**config.mk**
```make
export PLATFORM = sky130hd
export DESIGN_NAME = axil_split_top
export DESIGN_NICKNAME = d
export VERILOG_FILES = /design/src/rtl/axil_split_pkg.sv /design/src/rtl/axil_dec_if.sv /design/src/rtl/axil_addr_decode.sv /design/src/rtl/axil_resp_fifo.sv /design/src/rtl/axil_write_path.sv /design/src/rtl/axil_read_path.sv /design/src/rtl/axil_split_top.sv
export SDC_FILE = /design/constraint.sdc
export NUM_CORES = 1
export LEC_CHECK = 0
export BUFFER_PORTS_ARGS = -buffer_cell sky130_fd_sc_hd__buf_4
export CAP_MARGIN = 30
export CORE_AREA = 2 2 250 252
export DETAILED_ROUTE_END_ITERATION = 7
export DIE_AREA = 0 0 252 254
export HOLD_SLACK_MARGIN = 0.08
export PLACE_DENSITY_LB_ADDON = 0.25
export SYNTH_ARGS = -nofsm -noshare
export SYNTH_HDL_FRONTEND = slang
export SYNTH_SLANG_ARGS = --single-unit
```
**constraint.sdc**
```tcl
create_clock -name S_AXI_ACLK -period 10.41 [get_ports S_AXI_ACLK]
set_input_delay 3.123 -clock S_AXI_ACLK [delete_from_list [all_inputs] [get_ports S_AXI_ACLK]]
set_output_delay 3.123 -clock S_AXI_ACLK [all_outputs]
set_load 0.1 [all_outputs]
```
**src/rtl/axil_split_pkg.sv**
```systemverilog
// AXI4-Lite splitter shared definitions
// Bus widths, response codes and the default peripheral address map
package axil_split_pkg;

	// Bus widths
	localparam int AXI_AW = 32;
	localparam int AXI_DW = 32;

	// Default fan-out and response FIFO depth (log2)
	localparam int NUM_SLAVES = 4;
	localparam int LGFLEN_DEF = 3;

	// AXI response code
	typedef logic [1:0] resp_t;

	localparam resp_t RESP_OKAY   = 2'b00;
	localparam resp_t RESP_SLVERR = 2'b10;
	// Interconnect error, returned for an unmapped address
	localparam resp_t RESP_DECERR = 2'b11;

	// Peripheral k lives at top nibble k, entry 0 in the low word
	localparam logic [NUM_SLAVES*AXI_AW-1:0] SLAVE_ADDR_DEF = {
		32'h3000_0000,
		32'h2000_0000,
		32'h1000_0000,
		32'h0000_0000
	};

	// Only the top nibble takes part in the compare
	localparam logic [NUM_SLAVES*AXI_AW-1:0] SLAVE_MASK_DEF = {NUM_SLAVES{32'hF000_0000}};

endpackage

```
**src/rtl/axil_dec_if.sv**
```systemverilog
// Decoded transaction bundle
// Carries one registered decode result from the address decoder to a path
interface axil_dec_if #(
	parameter int NS = 4
);
	localparam int LGNS = (NS > 1) ? $clog2(NS) : 1;

	// Decoder holds an entry
	logic                              valid;
	// One-hot peripheral select, zero on a miss
	logic [NS-1:0]                     sel;
	// No table entry matched
	logic                              miss;
	// Select as a binary number
	logic [LGNS-1:0]                   index;
	// Registered transaction address
	logic [axil_split_pkg::AXI_AW-1:0] addr;
	// Path holds the entry in place
	logic                              stall;

	modport dec (output valid, sel, miss, index, addr, input stall);

	modport path (input valid, sel, miss, index, addr, output stall);

endinterface

```
**src/rtl/axil_addr_decode.sv**
```systemverilog
// Registered address decoder
// Matches an address against the base/mask table and holds the result
// until the owning path releases it
module axil_addr_decode #(
	parameter int NS = axil_split_pkg::NUM_SLAVES,
	parameter logic [NS*axil_split_pkg::AXI_AW-1:0] SLAVE_ADDR = axil_split_pkg::SLAVE_ADDR_DEF,
	parameter logic [NS*axil_split_pkg::AXI_AW-1:0] SLAVE_MASK = axil_split_pkg::SLAVE_MASK_DEF
) (
	input  logic                              S_AXI_ACLK,
	input  logic                              S_AXI_ARESETN,
	input  logic                              i_valid,
	input  logic [axil_split_pkg::AXI_AW-1:0] i_addr,
	output logic                              o_stall,
	axil_dec_if.dec                           dec
);
	localparam int AW   = axil_split_pkg::AXI_AW;
	localparam int LGNS = (NS > 1) ? $clog2(NS) : 1;

	logic [NS-1:0]   sel_c;
	logic [LGNS-1:0] idx_c;
	logic            hit_c;
	logic            accept;

	// Busy only when an entry is held and the path refuses it
	assign o_stall = dec.valid && dec.stall;
	assign accept  = i_valid && !o_stall;

	// Table search, lowest entry wins on overlap
	always_comb
	begin
		sel_c = '0;
		idx_c = '0;
		hit_c = 1'b0;
		for (int k = 0; k < NS; k++)
		begin
			if (!hit_c && ((i_addr & SLAVE_MASK[k*AW +: AW])
					== (SLAVE_ADDR[k*AW +: AW] & SLAVE_MASK[k*AW +: AW])))
			begin
				hit_c    = 1'b1;
				sel_c[k] = 1'b1;
				idx_c    = LGNS'(k);
			end
		end
	end

	// Entry valid flag, held through a stall
	always_ff @(posedge S_AXI_ACLK)
	begin
		if (!S_AXI_ARESETN)
			dec.valid <= 1'b0;
		else if (accept)
			dec.valid <= 1'b1;
		else if (!dec.stall)
			dec.valid <= 1'b0;
	end

	// Decode result, only loaded on a new entry
	always_ff @(posedge S_AXI_ACLK)
	begin
		if (accept)
		begin
			dec.sel   <= sel_c;
			dec.miss  <= !hit_c;
			dec.index <= idx_c;
			dec.addr  <= i_addr;
		end
	end

endmodule

```
**src/rtl/axil_resp_fifo.sv**
```systemverilog
// Response FIFO
// Circular buffer with a registered head word; depth is 2^LGFLEN
module axil_resp_fifo #(
	parameter int BW     = 2,
	parameter int LGFLEN = axil_split_pkg::LGFLEN_DEF
) (
	input  logic          S_AXI_ACLK,
	input  logic          S_AXI_ARESETN,
	input  logic          i_wr,
	input  logic [BW-1:0] i_data,
	input  logic          i_rd,
	output logic [BW-1:0] o_data,
	output logic          o_empty
);
	localparam int DEPTH = 2**LGFLEN;

	logic [BW-1:0] mem [0:DEPTH-1];

	// One extra pointer bit tells full from empty
	logic [LGFLEN:0] wr_ptr;
	logic [LGFLEN:0] rd_ptr;
	logic [LGFLEN:0] rd_next;
	logic            do_rd;

	assign o_empty = (wr_ptr == rd_ptr);

	// Pops on an empty FIFO are ignored
	assign do_rd   = i_rd && !o_empty;
	assign rd_next = rd_ptr + {{LGFLEN{1'b0}}, do_rd};

	////////////////////////////////////////
	// Pointers
	////////////////////////////////////////

	always_ff @(posedge S_AXI_ACLK)
	begin
		if (!S_AXI_ARESETN)
		begin
			wr_ptr <= '0;
			rd_ptr <= '0;
		end
		else
		begin
			if (i_wr)
				wr_ptr <= wr_ptr + 1'b1;
			rd_ptr <= rd_next;
		end
	end

	////////////////////////////////////////
	// Storage and head register
	////////////////////////////////////////

	always_ff @(posedge S_AXI_ACLK)
	begin
		if (i_wr)
			mem[wr_ptr[LGFLEN-1:0]] <= i_data;
	end

	// Head tracks the next entry to pop
	always_ff @(posedge S_AXI_ACLK)
	begin
		// Head slot is being written right now, take the input directly
		if (i_wr && (rd_next == wr_ptr))
			o_data <= i_data;
		else
			o_data <= mem[rd_next[LGFLEN-1:0]];
	end

endmodule

```
**src/rtl/axil_write_path.sv**
```systemverilog
// Write half of the AXI4-Lite splitter
// Takes AW/W from the master, strobes the selected peripheral and
// returns its response on B in acceptance order
module axil_write_path #(
	parameter int NS     = axil_split_pkg::NUM_SLAVES,
	parameter int LGFLEN = axil_split_pkg::LGFLEN_DEF,
	parameter logic [NS*axil_split_pkg::AXI_AW-1:0] SLAVE_ADDR = axil_split_pkg::SLAVE_ADDR_DEF,
	parameter logic [NS*axil_split_pkg::AXI_AW-1:0] SLAVE_MASK = axil_split_pkg::SLAVE_MASK_DEF
) (
	input  logic                              S_AXI_ACLK,
	input  logic                              S_AXI_ARESETN,
	// Master side
	input  logic                              i_awvalid,
	output logic                              o_awready,
	input  logic [axil_split_pkg::AXI_AW-1:0] i_awaddr,
	input  logic                              i_wvalid,
	output logic                              o_wready,
	input  logic [axil_split_pkg::AXI_DW-1:0] i_wdata,
	output logic                              o_bvalid,
	input  logic                              i_bready,
	output logic [1:0]                        o_bresp,
	// Peripheral side
	output logic [NS-1:0]                     o_m_awvalid,
	output logic [axil_split_pkg::AXI_AW-1:0] o_m_awaddr,
	output logic [axil_split_pkg::AXI_DW-1:0] o_m_wdata,
	input  logic [NS*2-1:0]                   i_m_bresp
);
	localparam int LGNS = (NS > 1) ? $clog2(NS) : 1;

	axil_dec_if #(.NS(NS)) wdec ();

	logic                  dec_stall;
	logic                  aw_accept;
	logic                  w_done;
	logic                  b_done;
	logic                  bempty;
	logic [LGFLEN:0]       wr_count;
	logic                  wr_full;
	// Stage after the strobe
	logic                  bstb_q;
	logic                  bmiss_q;
	logic [LGNS-1:0]       bidx_q;
	// Stage feeding the FIFO
	logic                  bpush_q;
	axil_split_pkg::resp_t bresp_q;

	////////////////////////////////////////
	// AW acceptance and decode
	////////////////////////////////////////

	// Top bit of the count set means 2^LGFLEN writes in flight
	assign wr_full   = wr_count[LGFLEN];
	assign o_awready = !wr_full && !dec_stall;
	assign aw_accept = i_awvalid && o_awready;

	axil_addr_decode #(
		.NS         (NS),
		.SLAVE_ADDR (SLAVE_ADDR),
		.SLAVE_MASK (SLAVE_MASK)
	) u_wdecode (
		.S_AXI_ACLK    (S_AXI_ACLK),
		.S_AXI_ARESETN (S_AXI_ARESETN),
		.i_valid       (i_awvalid && !wr_full),
		.i_addr        (i_awaddr),
		.o_stall       (dec_stall),
		.dec           (wdec)
	);

	// Held AW waits for its data beat
	assign wdec.stall = !i_wvalid;
	assign o_wready   = wdec.valid;
	assign w_done     = i_wvalid && o_wready;

	// Peripheral write strobe, zero select on a miss
	assign o_m_awvalid = w_done ? wdec.sel : '0;
	assign o_m_awaddr  = wdec.addr;
	assign o_m_wdata   = i_wdata;

	////////////////////////////////////////
	// Response pipeline
	////////////////////////////////////////

	always_ff @(posedge S_AXI_ACLK)
	begin
		if (!S_AXI_ARESETN)
		begin
			bstb_q  <= 1'b0;
			bpush_q <= 1'b0;
		end
		else
		begin
			bstb_q  <= w_done;
			bpush_q <= bstb_q;
		end
	end

	always_ff @(posedge S_AXI_ACLK)
	begin
		bidx_q  <= wdec.index;
		bmiss_q <= wdec.miss;
		// Peripheral response is valid one cycle after its strobe
		if (bmiss_q)
			bresp_q <= axil_split_pkg::RESP_DECERR;
		else
			bresp_q <= i_m_bresp[2*bidx_q +: 2];
	end

	assign b_done   = o_bvalid && i_bready;
	assign o_bvalid = !bempty;

	axil_resp_fifo #(
		.BW     (2),
		.LGFLEN (LGFLEN)
	) u_bfifo (
		.S_AXI_ACLK    (S_AXI_ACLK),
		.S_AXI_ARESETN (S_AXI_ARESETN),
		.i_wr          (bpush_q),
		.i_data        (bresp_q),
		.i_rd          (b_done),
		.o_data        (o_bresp),
		.o_empty       (bempty)
	);

	// Writes in flight, from AW handshake to B handshake
	always_ff @(posedge S_AXI_ACLK)
	begin
		if (!S_AXI_ARESETN)
			wr_count <= '0;
		else if (aw_accept && !b_done)
			wr_count <= wr_count + 1'b1;
		else if (!aw_accept && b_done)
			wr_count <= wr_count - 1'b1;
	end

endmodule

```
**src/rtl/axil_read_path.sv**
```systemverilog
// Read half of the AXI4-Lite splitter
// Takes AR from the master, strobes the selected peripheral and
// returns its data and response on R in acceptance order
module axil_read_path #(
	parameter int NS     = axil_split_pkg::NUM_SLAVES,
	parameter int LGFLEN = axil_split_pkg::LGFLEN_DEF,
	parameter logic [NS*axil_split_pkg::AXI_AW-1:0] SLAVE_ADDR = axil_split_pkg::SLAVE_ADDR_DEF,
	parameter logic [NS*axil_split_pkg::AXI_AW-1:0] SLAVE_MASK = axil_split_pkg::SLAVE_MASK_DEF
) (
	input  logic                                 S_AXI_ACLK,
	input  logic                                 S_AXI_ARESETN,
	// Master side
	input  logic                                 i_arvalid,
	output logic                                 o_arready,
	input  logic [axil_split_pkg::AXI_AW-1:0]    i_araddr,
	output logic                                 o_rvalid,
	input  logic                                 i_rready,
	output logic [axil_split_pkg::AXI_DW-1:0]    o_rdata,
	output logic [1:0]                           o_rresp,
	// Peripheral side
	output logic [NS-1:0]                        o_m_arvalid,
	output logic [axil_split_pkg::AXI_AW-1:0]    o_m_araddr,
	input  logic [NS*axil_split_pkg::AXI_DW-1:0] i_m_rdata,
	input  logic [NS*2-1:0]                      i_m_rresp
);
	localparam int DW   = axil_split_pkg::AXI_DW;
	localparam int LGNS = (NS > 1) ? $clog2(NS) : 1;

	axil_dec_if #(.NS(NS)) rdec ();

	logic                  dec_stall;
	logic                  ar_accept;
	logic                  r_done;
	logic                  rempty;
	logic [LGFLEN:0]       rd_count;
	logic                  rd_full;
	// Stage after the strobe
	logic                  rstb_q;
	logic                  rmiss_q;
	logic [LGNS-1:0]       ridx_q;
	// Stage feeding the FIFO
	logic                  rpush_q;
	logic [DW-1:0]         rdata_q;
	axil_split_pkg::resp_t rresp_q;

	////////////////////////////////////////
	// AR acceptance and decode
	////////////////////////////////////////

	assign rd_full   = rd_count[LGFLEN];
	assign o_arready = !rd_full && !dec_stall;
	assign ar_accept = i_arvalid && o_arready;

	axil_addr_decode #(
		.NS         (NS),
		.SLAVE_ADDR (SLAVE_ADDR),
		.SLAVE_MASK (SLAVE_MASK)
	) u_rdecode (
		.S_AXI_ACLK    (S_AXI_ACLK),
		.S_AXI_ARESETN (S_AXI_ARESETN),
		.i_valid       (i_arvalid && !rd_full),
		.i_addr        (i_araddr),
		.o_stall       (dec_stall),
		.dec           (rdec)
	);

	// Peripherals answer every strobe, so nothing ever waits here
	assign rdec.stall = 1'b0;

	// Read strobe follows the decoded entry directly
	assign o_m_arvalid = rdec.valid ? rdec.sel : '0;
	assign o_m_araddr  = rdec.addr;

	////////////////////////////////////////
	// Data and response pipeline
	////////////////////////////////////////

	always_ff @(posedge S_AXI_ACLK)
	begin
		if (!S_AXI_ARESETN)
		begin
			rstb_q  <= 1'b0;
			rpush_q <= 1'b0;
		end
		else
		begin
			rstb_q  <= rdec.valid;
			rpush_q <= rstb_q;
		end
	end

	always_ff @(posedge S_AXI_ACLK)
	begin
		ridx_q  <= rdec.index;
		rmiss_q <= rdec.miss;
		// Data comes from the peripheral strobed last cycle
		rdata_q <= i_m_rdata[DW*ridx_q +: DW];
		if (rmiss_q)
			rresp_q <= axil_split_pkg::RESP_DECERR;
		else
			rresp_q <= i_m_rresp[2*ridx_q +: 2];
	end

	assign r_done   = o_rvalid && i_rready;
	assign o_rvalid = !rempty;

	// Data and response queued as one word
	axil_resp_fifo #(
		.BW     (DW + 2),
		.LGFLEN (LGFLEN)
	) u_rfifo (
		.S_AXI_ACLK    (S_AXI_ACLK),
		.S_AXI_ARESETN (S_AXI_ARESETN),
		.i_wr          (rpush_q),
		.i_data        ({rdata_q, rresp_q}),
		.i_rd          (r_done),
		.o_data        ({o_rdata, o_rresp}),
		.o_empty       (rempty)
	);

	// Reads in flight, from AR handshake to R handshake
	always_ff @(posedge S_AXI_ACLK)
	begin
		if (!S_AXI_ARESETN)
			rd_count <= '0;
		else if (ar_accept && !r_done)
			rd_count <= rd_count + 1'b1;
		else if (!ar_accept && r_done)
			rd_count <= rd_count - 1'b1;
	end

endmodule

```
**src/rtl/axil_split_top.sv**
```systemverilog
// AXI4-Lite splitter top level
// One AXI4-Lite slave port fanned out to NS strobe-driven peripherals
module axil_split_top #(
	parameter int NS     = axil_split_pkg::NUM_SLAVES,
	parameter int LGFLEN = axil_split_pkg::LGFLEN_DEF,
	parameter logic [NS*axil_split_pkg::AXI_AW-1:0] SLAVE_ADDR = axil_split_pkg::SLAVE_ADDR_DEF,
	parameter logic [NS*axil_split_pkg::AXI_AW-1:0] SLAVE_MASK = axil_split_pkg::SLAVE_MASK_DEF
) (
	input  logic                                 S_AXI_ACLK,
	input  logic                                 S_AXI_ARESETN,
	// AW and W
	input  logic                                 i_s_axi_awvalid,
	output logic                                 o_s_axi_awready,
	input  logic [axil_split_pkg::AXI_AW-1:0]    i_s_axi_awaddr,
	input  logic                                 i_s_axi_wvalid,
	output logic                                 o_s_axi_wready,
	input  logic [axil_split_pkg::AXI_DW-1:0]    i_s_axi_wdata,
	// B
	output logic                                 o_s_axi_bvalid,
	input  logic                                 i_s_axi_bready,
	output logic [1:0]                           o_s_axi_bresp,
	// AR
	input  logic                                 i_s_axi_arvalid,
	output logic                                 o_s_axi_arready,
	input  logic [axil_split_pkg::AXI_AW-1:0]    i_s_axi_araddr,
	// R
	output logic                                 o_s_axi_rvalid,
	input  logic                                 i_s_axi_rready,
	output logic [axil_split_pkg::AXI_DW-1:0]    o_s_axi_rdata,
	output logic [1:0]                           o_s_axi_rresp,
	// Peripheral write strobes
	output logic [NS-1:0]                        o_m_awvalid,
	output logic [axil_split_pkg::AXI_AW-1:0]    o_m_awaddr,
	output logic [axil_split_pkg::AXI_DW-1:0]    o_m_wdata,
	input  logic [NS*2-1:0]                      i_m_bresp,
	// Peripheral read strobes
	output logic [NS-1:0]                        o_m_arvalid,
	output logic [axil_split_pkg::AXI_AW-1:0]    o_m_araddr,
	input  logic [NS*axil_split_pkg::AXI_DW-1:0] i_m_rdata,
	input  logic [NS*2-1:0]                      i_m_rresp
);

	axil_write_path #(
		.NS         (NS),
		.LGFLEN     (LGFLEN),
		.SLAVE_ADDR (SLAVE_ADDR),
		.SLAVE_MASK (SLAVE_MASK)
	) u_write_path (
		.S_AXI_ACLK    (S_AXI_ACLK),
		.S_AXI_ARESETN (S_AXI_ARESETN),
		.i_awvalid     (i_s_axi_awvalid),
		.o_awready     (o_s_axi_awready),
		.i_awaddr      (i_s_axi_awaddr),
		.i_wvalid      (i_s_axi_wvalid),
		.o_wready      (o_s_axi_wready),
		.i_wdata       (i_s_axi_wdata),
		.o_bvalid      (o_s_axi_bvalid),
		.i_bready      (i_s_axi_bready),
		.o_bresp       (o_s_axi_bresp),
		.o_m_awvalid   (o_m_awvalid),
		.o_m_awaddr    (o_m_awaddr),
		.o_m_wdata     (o_m_wdata),
		.i_m_bresp     (i_m_bresp)
	);

	axil_read_path #(
		.NS         (NS),
		.LGFLEN     (LGFLEN),
		.SLAVE_ADDR (SLAVE_ADDR),
		.SLAVE_MASK (SLAVE_MASK)
	) u_read_path (
		.S_AXI_ACLK    (S_AXI_ACLK),
		.S_AXI_ARESETN (S_AXI_ARESETN),
		.i_arvalid     (i_s_axi_arvalid),
		.o_arready     (o_s_axi_arready),
		.i_araddr      (i_s_axi_araddr),
		.o_rvalid      (o_s_axi_rvalid),
		.i_rready      (i_s_axi_rready),
		.o_rdata       (o_s_axi_rdata),
		.o_rresp       (o_s_axi_rresp),
		.o_m_arvalid   (o_m_arvalid),
		.o_m_araddr    (o_m_araddr),
		.i_m_rdata     (i_m_rdata),
		.i_m_rresp     (i_m_rresp)
	);

endmodule

```
# [Word level (Yosys, flattened, before mapping)]
# Memory sizes are Yosys's and may differ from the RTL's.
# Index checks and enable logic that the tools add are counted.
[word_totals] mem_bits_rw=288 register_bits=186 word_cells=135 mem_count=2 output_inout_bits=145 input_bits=247
[mem_list] memory="u_read_path.u_rfifo.mem" words=8 width=34 read_ports=1 rd_ports_with_merged_regs=0 write_ports=1 line_no="axil_resp_fifo.sv:17" text="logic [BW-1:0] mem [0:DEPTH-1];"
[mem_list] memory="u_write_path.u_bfifo.mem" words=8 width=2 read_ports=1 rd_ports_with_merged_regs=0 write_ports=1 line_no="axil_resp_fifo.sv:17"
[classes] n_addsub=8 shift=3 eq_ne=10 muxes=33 n_reduce_logical=48
[ops] cell="indexed part select 128 x 8 -> 32 bit" count=1
[ops] cell="zero test 32 bit" count=2
[ops] cell="2-to-1 mux 34 bit" count=1
[ops] cell="2-to-1 mux 1 bit" count=25
[ops] cell="2-to-1 mux 4 bit" count=6
[ops] cell="logical AND 1 bit" count=23
[ops] cell="zero test 1 bit" count=18
[ops] cell="adder 4 x 1 -> 4 bit (second input constant)" count=4
[ops] cell="equality test 4 x 2 -> 1 bit (second input constant)" count=4
[ops] cell="equality test 4 bit" count=4
[ops] cell="indexed part select 8 x 4 -> 2 bit" count=2
[ops] cell="adder 4 x 1 -> 4 bit" count=2
[ops] cell="equality test 4 x 1 -> 1 bit (second input constant)" count=2
[ops] cell="subtractor 4 x 1 -> 4 bit (second input constant)" count=2
[ops] cell="nonzero test 2 bit" count=3
[ops] cell="OR reduction 2 bit" count=2
[ops] cell="2-to-1 mux 2 bit" count=1

# [Longest topological paths before layout]
[logic_depth] ltp_word=12 depth_mapped=13 mapped_depth_nobuf=10

# [By module]
# Synthesis repeated with hierarchy kept, for this count alone.
[hier_totals] hier_cells=1166 hier_area_um2=18926.9
[modules_own_cells] module="axil_resp_fifo (u_read_path.u_rfifo)" cells_each=756 area_each_um2=12318.1 seq_area_each_um2=9008.6 n_inst=1
[modules_own_cells] module="axil_addr_decode" cells_each=51 area_each_um2=1261.2 seq_area_each_um2=1191.1 n_inst=2
[modules_own_cells] module="axil_read_path" cells_each=122 area_each_um2=2059.5 seq_area_each_um2=860.8 n_inst=1
[modules_own_cells] module="axil_resp_fifo (u_write_path.u_bfifo)" cells_each=104 area_each_um2=1265.0 seq_area_each_um2=680.7 n_inst=1
[modules_own_cells] module="axil_write_path" cells_each=82 area_each_um2=762.0 seq_area_each_um2=220.2 n_inst=1

# [Worst setup path before layout]
# OpenSTA, ideal clock, no wires.
[synth_path] path_type="input to output" start="input i_s_axi_wvalid" end="output o_s_axi_awready" required_time_ps=7287 stages=2 arrival_ps=4455 n_path_buf=0 slack_ps=2832 cell_sequence="nor2b_1 nor2_1"
[synth_between] elab_chain_len=4
[synth_rtl] element="from (decl)" line_no="axil_split_top.sv:15" text="input logic i_s_axi_wvalid,"
[synth_rtl] element="zero test 1 bit" line_no="axil_write_path.sv:70" text="assign wdec.stall = !i_wvalid;"
[synth_rtl] element="logical AND 1 bit" line_no="axil_addr_decode.sv:25" text="assign o_stall = dec.valid && dec.stall;"
[synth_rtl] element="zero test 1 bit" line_no="axil_write_path.sv:53" text="assign o_awready = !wr_full && !dec_stall;"
[synth_rtl] element="logical AND 1 bit" line_no="axil_write_path.sv:53"
[synth_rtl] element="to (decl)" line_no="axil_split_top.sv:13" text="output logic o_s_axi_awready,"
# No other way between the ends.

# [Final worst setup path]
# Ends and elaborated chain as after synthesis.

==> qor.csv <==
stage,metric,value,unit
place,port-buffer-count,327,
pwr,power,5.25,mW
cells_and_area,final_nets,1482,
flow_run,max-cap-violations,0,
cells_and_area,drive_above_1_share,0.489,
yosys,syn-instance-count,898,
timing,tns,0,ps
route,vias,9164,
worst_setup_path,crit_type,in -> out,
worst_setup_path,end_kind,primary output,
worst_setup_path,crit_chain,buf_4 -> nor2b_1 -> nor2_1 -> buf_4,
yosys,postSynth.asyncResetShare,0,
status,status,finished clean,
yosys,synth_edf_count,366,
route,viasPerCell,4.46,
cts,cts_setup_buffers,0,
timing,period_share,0.659,
cts,cts.sinks,474,
timing,fin_skew,46.3,ps
route,firstDrtPassIters,4,
pwr,powerDensity,228,mW/mm²
grt,grt_pass1_wl,62.4,mm
cts,cts_root_buf,clkbuf_16,
timing,setup_viol,0,
timing,slew_headroom,0.393,
cts,holdBufCountCts,0,
cts,max-clock-path-buffers,3,
timing,fin_crit,6860,ps
timing,fmax,0.146,GHz
yosys,yosysSeqAreaShare,0.724,
yosys,ys_warn_count,0,
worst_setup_path,critPathLaunchType,primary input,
die,die_h,254,µm
die,io-pin-count,392,
die,start_util,0.297,
worst_setup_path,cp_common_cell,buf_4,
grt,grt_usage,0.132,
timing,tightest_slew,910,ps
place,place_congestion,0.729,
die,dieArea,0.0640,mm²
timing,rsz0062_at_grt,no,
die,die_x,252,µm
worst_setup_path,rrSetupSlack,6440,ps
cts,cts_tree,yes,
cells_and_area,nFillCells,5645,
cts,tritoncts.num_buffers,51,
cells_and_area,fin_util,0.377,
worst_setup_path,cpPeakStageDelay,320,ps
grt,grt_max_degree,41,
route,wl,42.7,mm
grt,grt_pass1_vias,10100,
yosys,synth_nets,1159,
yosys,syn_avg_cell_area,20.2,µm²
die,core,0.0613,mm²
cts,htreeDepth,2,
cts,clock_latency,600,ps
pwr,p_leak,8.23,nW
worst_setup_path,worstPathRequired,7290,ps
place,dp_hpwl,27.0,mm
worst_setup_path,crit_path_top_delay_cell,buf_4,
cts,cts_resized,0,
worst_setup_path,cp_max_fo,6,
route,drt-initial-drc-count,487,
route,ant_nets,0,
yosys,synth_flop_cell,edfxtp_1,
min_path,hp-class,reg -> reg,
grt,overflow,0,
pwr,ir_worst_vdd,0.146,mV
worst_setup_path,worstPathArrival,3740,ps
yosys,synth.distinct_cells,36,
timing,hold_viol,0,
yosys,synth_seq_cells,474,
yosys,netlist_area,0.0182,mm²
die,rows,91,
route,drc,0,
grt,antenna_found_initial,5,
cts,path_clk_slew,60,ps
timing,report.final.slew_viol_count,0,
route,wl_per_cell,20.8,µm
cells_and_area,area_growth,27.0,%
==> Yosys cell counts (all sizes together), types with 8 or more instances <==
cell | count | area share
nand2b | 9 | 0.0031
clkbuf | 20 | 0.0041
edfxtp | 366 | 0.60
mux2 | 72 | 0.051
mux2i | 8 | 0.0044
and2 | 29 | 0.010
and3 | 8 | 0.0028
nor2b | 9 | 0.0031
nor2 | 19 | 0.0039
mux4 | 108 | 0.13
xnor2 | 20 | 0.0096
ha | 12 | 0.0083
nand2 | 13 | 0.0027
dfxtp | 108 | 0.12
buf | 52 | 0.020
==> layout make-up <==
| cell class | instances | area, µm² | area share |
|---|---|---|---|
| multi-input combinational | 345 | 4640 | 0.201 |
| timing repair buffer | 342 | 2570 | 0.111 |
| clock inverter | 27 | 290 | 0.0126 |
| antenna | 1 | 2.50 | 0.000108 |
| sequential | 474 | 13200 | 0.570 |
| tap | 790 | 988 | 0.0428 |
| clock buffer | 69 | 1410 | 0.0609 |
| inverter | 7 | 26.3 | 0.00114 |
==> path summary, 6_finish.rpt <==
| check | from | to | depth (start not counted) |
|---|---|---|---|
| hold reg to reg | u_read_path.u_rdecode.dec.index[0]$_SDFFCE_PP1P_ | u_read_path.ridx_q[0]$_DFF_P_ | 0 |
| setup reg to reg | u_read_path.u_rfifo.wr_ptr[2]$_SDFFE_PN0P_ | u_read_path.u_rfifo.o_data[32]$_DFF_P_ | 9 |
| hold / removal | u_read_path.u_rdecode.dec.index[0]$_SDFFCE_PP1P_ | u_read_path.ridx_q[0]$_DFF_P_ | 0 |
| setup / recovery | i_s_axi_wvalid | o_s_axi_awready | 4 |
==> cells by family (layout without fill, tap and decap cells) <==
| group | Yosys count | after routing | synth area share |
|---|---|---|---|
| AOI/OAI and AO/OA | 9 | 9 | 0.00317 |
| xor gates and xnor gates | 28 | 28 | 0.0157 |
| adders and majority gates | 14 | 14 | 0.0105 |
| buffers and inverters | 79 | 445 | 0.0256 |
| DFF | 474 | 474 | 0.724 |
| muxes | 188 | 188 | 0.189 |
| other | 0 | 1 | 0 |
| and+or+nand+nor | 106 | 106 | 0.0322 |
==> layer usage <==
metal	GRT usage	up-vias	part of all wire
met3	0.0513	70	0.086
met2	0.219	340	0.49
met5	0	-	0.00063
li1	-	4152	-
met4	0.0392	6	0.023
met1	0.159	4596	0.40
==> cells in the final DEF, fill, tap and decap left out, types with 3 or more instances in the layout <==
| master | n |
|---|---|
| clkinv_2 | 8 |
| mux2_4 | 30 |
| nor2_4 | 6 |
| buf_4 | 342 |
| or2_2 | 4 |
| inv_1 | 7 |
| clkbuf_16 | 52 |
| nor2_1 | 13 |
| xor2_1 | 5 |
| clkinvlp_4 | 3 |
| clkinv_1 | 8 |
| xnor2_1 | 20 |
| edfxtp_1 | 366 |
| and2_1 | 28 |
| mux2i_1 | 8 |
| nand2b_1 | 9 |
| mux4_2 | 108 |
| nand3_1 | 3 |
| clkbuf_8 | 4 |
| nor3_1 | 5 |
| clkbuf_1 | 13 |
| ha_1 | 10 |
| dfxtp_1 | 106 |
| nor2b_1 | 8 |
| bufinv_16 | 5 |
| nand2_1 | 13 |
| and3_1 | 8 |
| mux2_2 | 42 |
==> registers in the layout (all words and copies together) (netlist names), 4 cells and up <==
register                         count
u_read_path.u_rfifo.rd_ptr           4
u_read_path.u_rfifo.mem            272
u_read_path.rd_count                 4
u_write_path.u_bfifo.rd_ptr          4
u_write_path.u_wdecode.dec.addr     32
u_write_path.u_bfifo.wr_ptr          4
u_write_path.u_wdecode.dec.sel       4
u_read_path.u_rdecode.dec.sel        4
u_write_path.wr_count                4
u_read_path.rdata_q                 32
u_write_path.u_bfifo.mem            16
u_read_path.u_rdecode.dec.addr      32
u_read_path.u_rfifo.o_data          34
u_read_path.u_rfifo.wr_ptr           4
==> critical path: cells and delay by family <==
kind | cells | cell delay (ps)
AND/OR/NAND/NOR | 2 | 190
buffers and inverters | 2 | 420
==> where the power goes <==
group	internal, mW	switching, mW
registers	2.26	0.140
logic	0.332	0.706
clock network	1.07	0.743
total	3.66	1.59
==> through the flow <==
stage	instance area, µm²	hold slack, ps	std cells	setup WS, ps
6_report	23100	341	2055	3550
5_1_grt	23100	352	2054	3480
4_1_cts	23100	344	2054	3550
3_5_place_dp	21400	329	1958	3550
3_3_place_gp	21400	326	1958	3570
2_1_floorplan	18200	323	898	2830
Note: power is estimated with default switching activity, not from simulation.
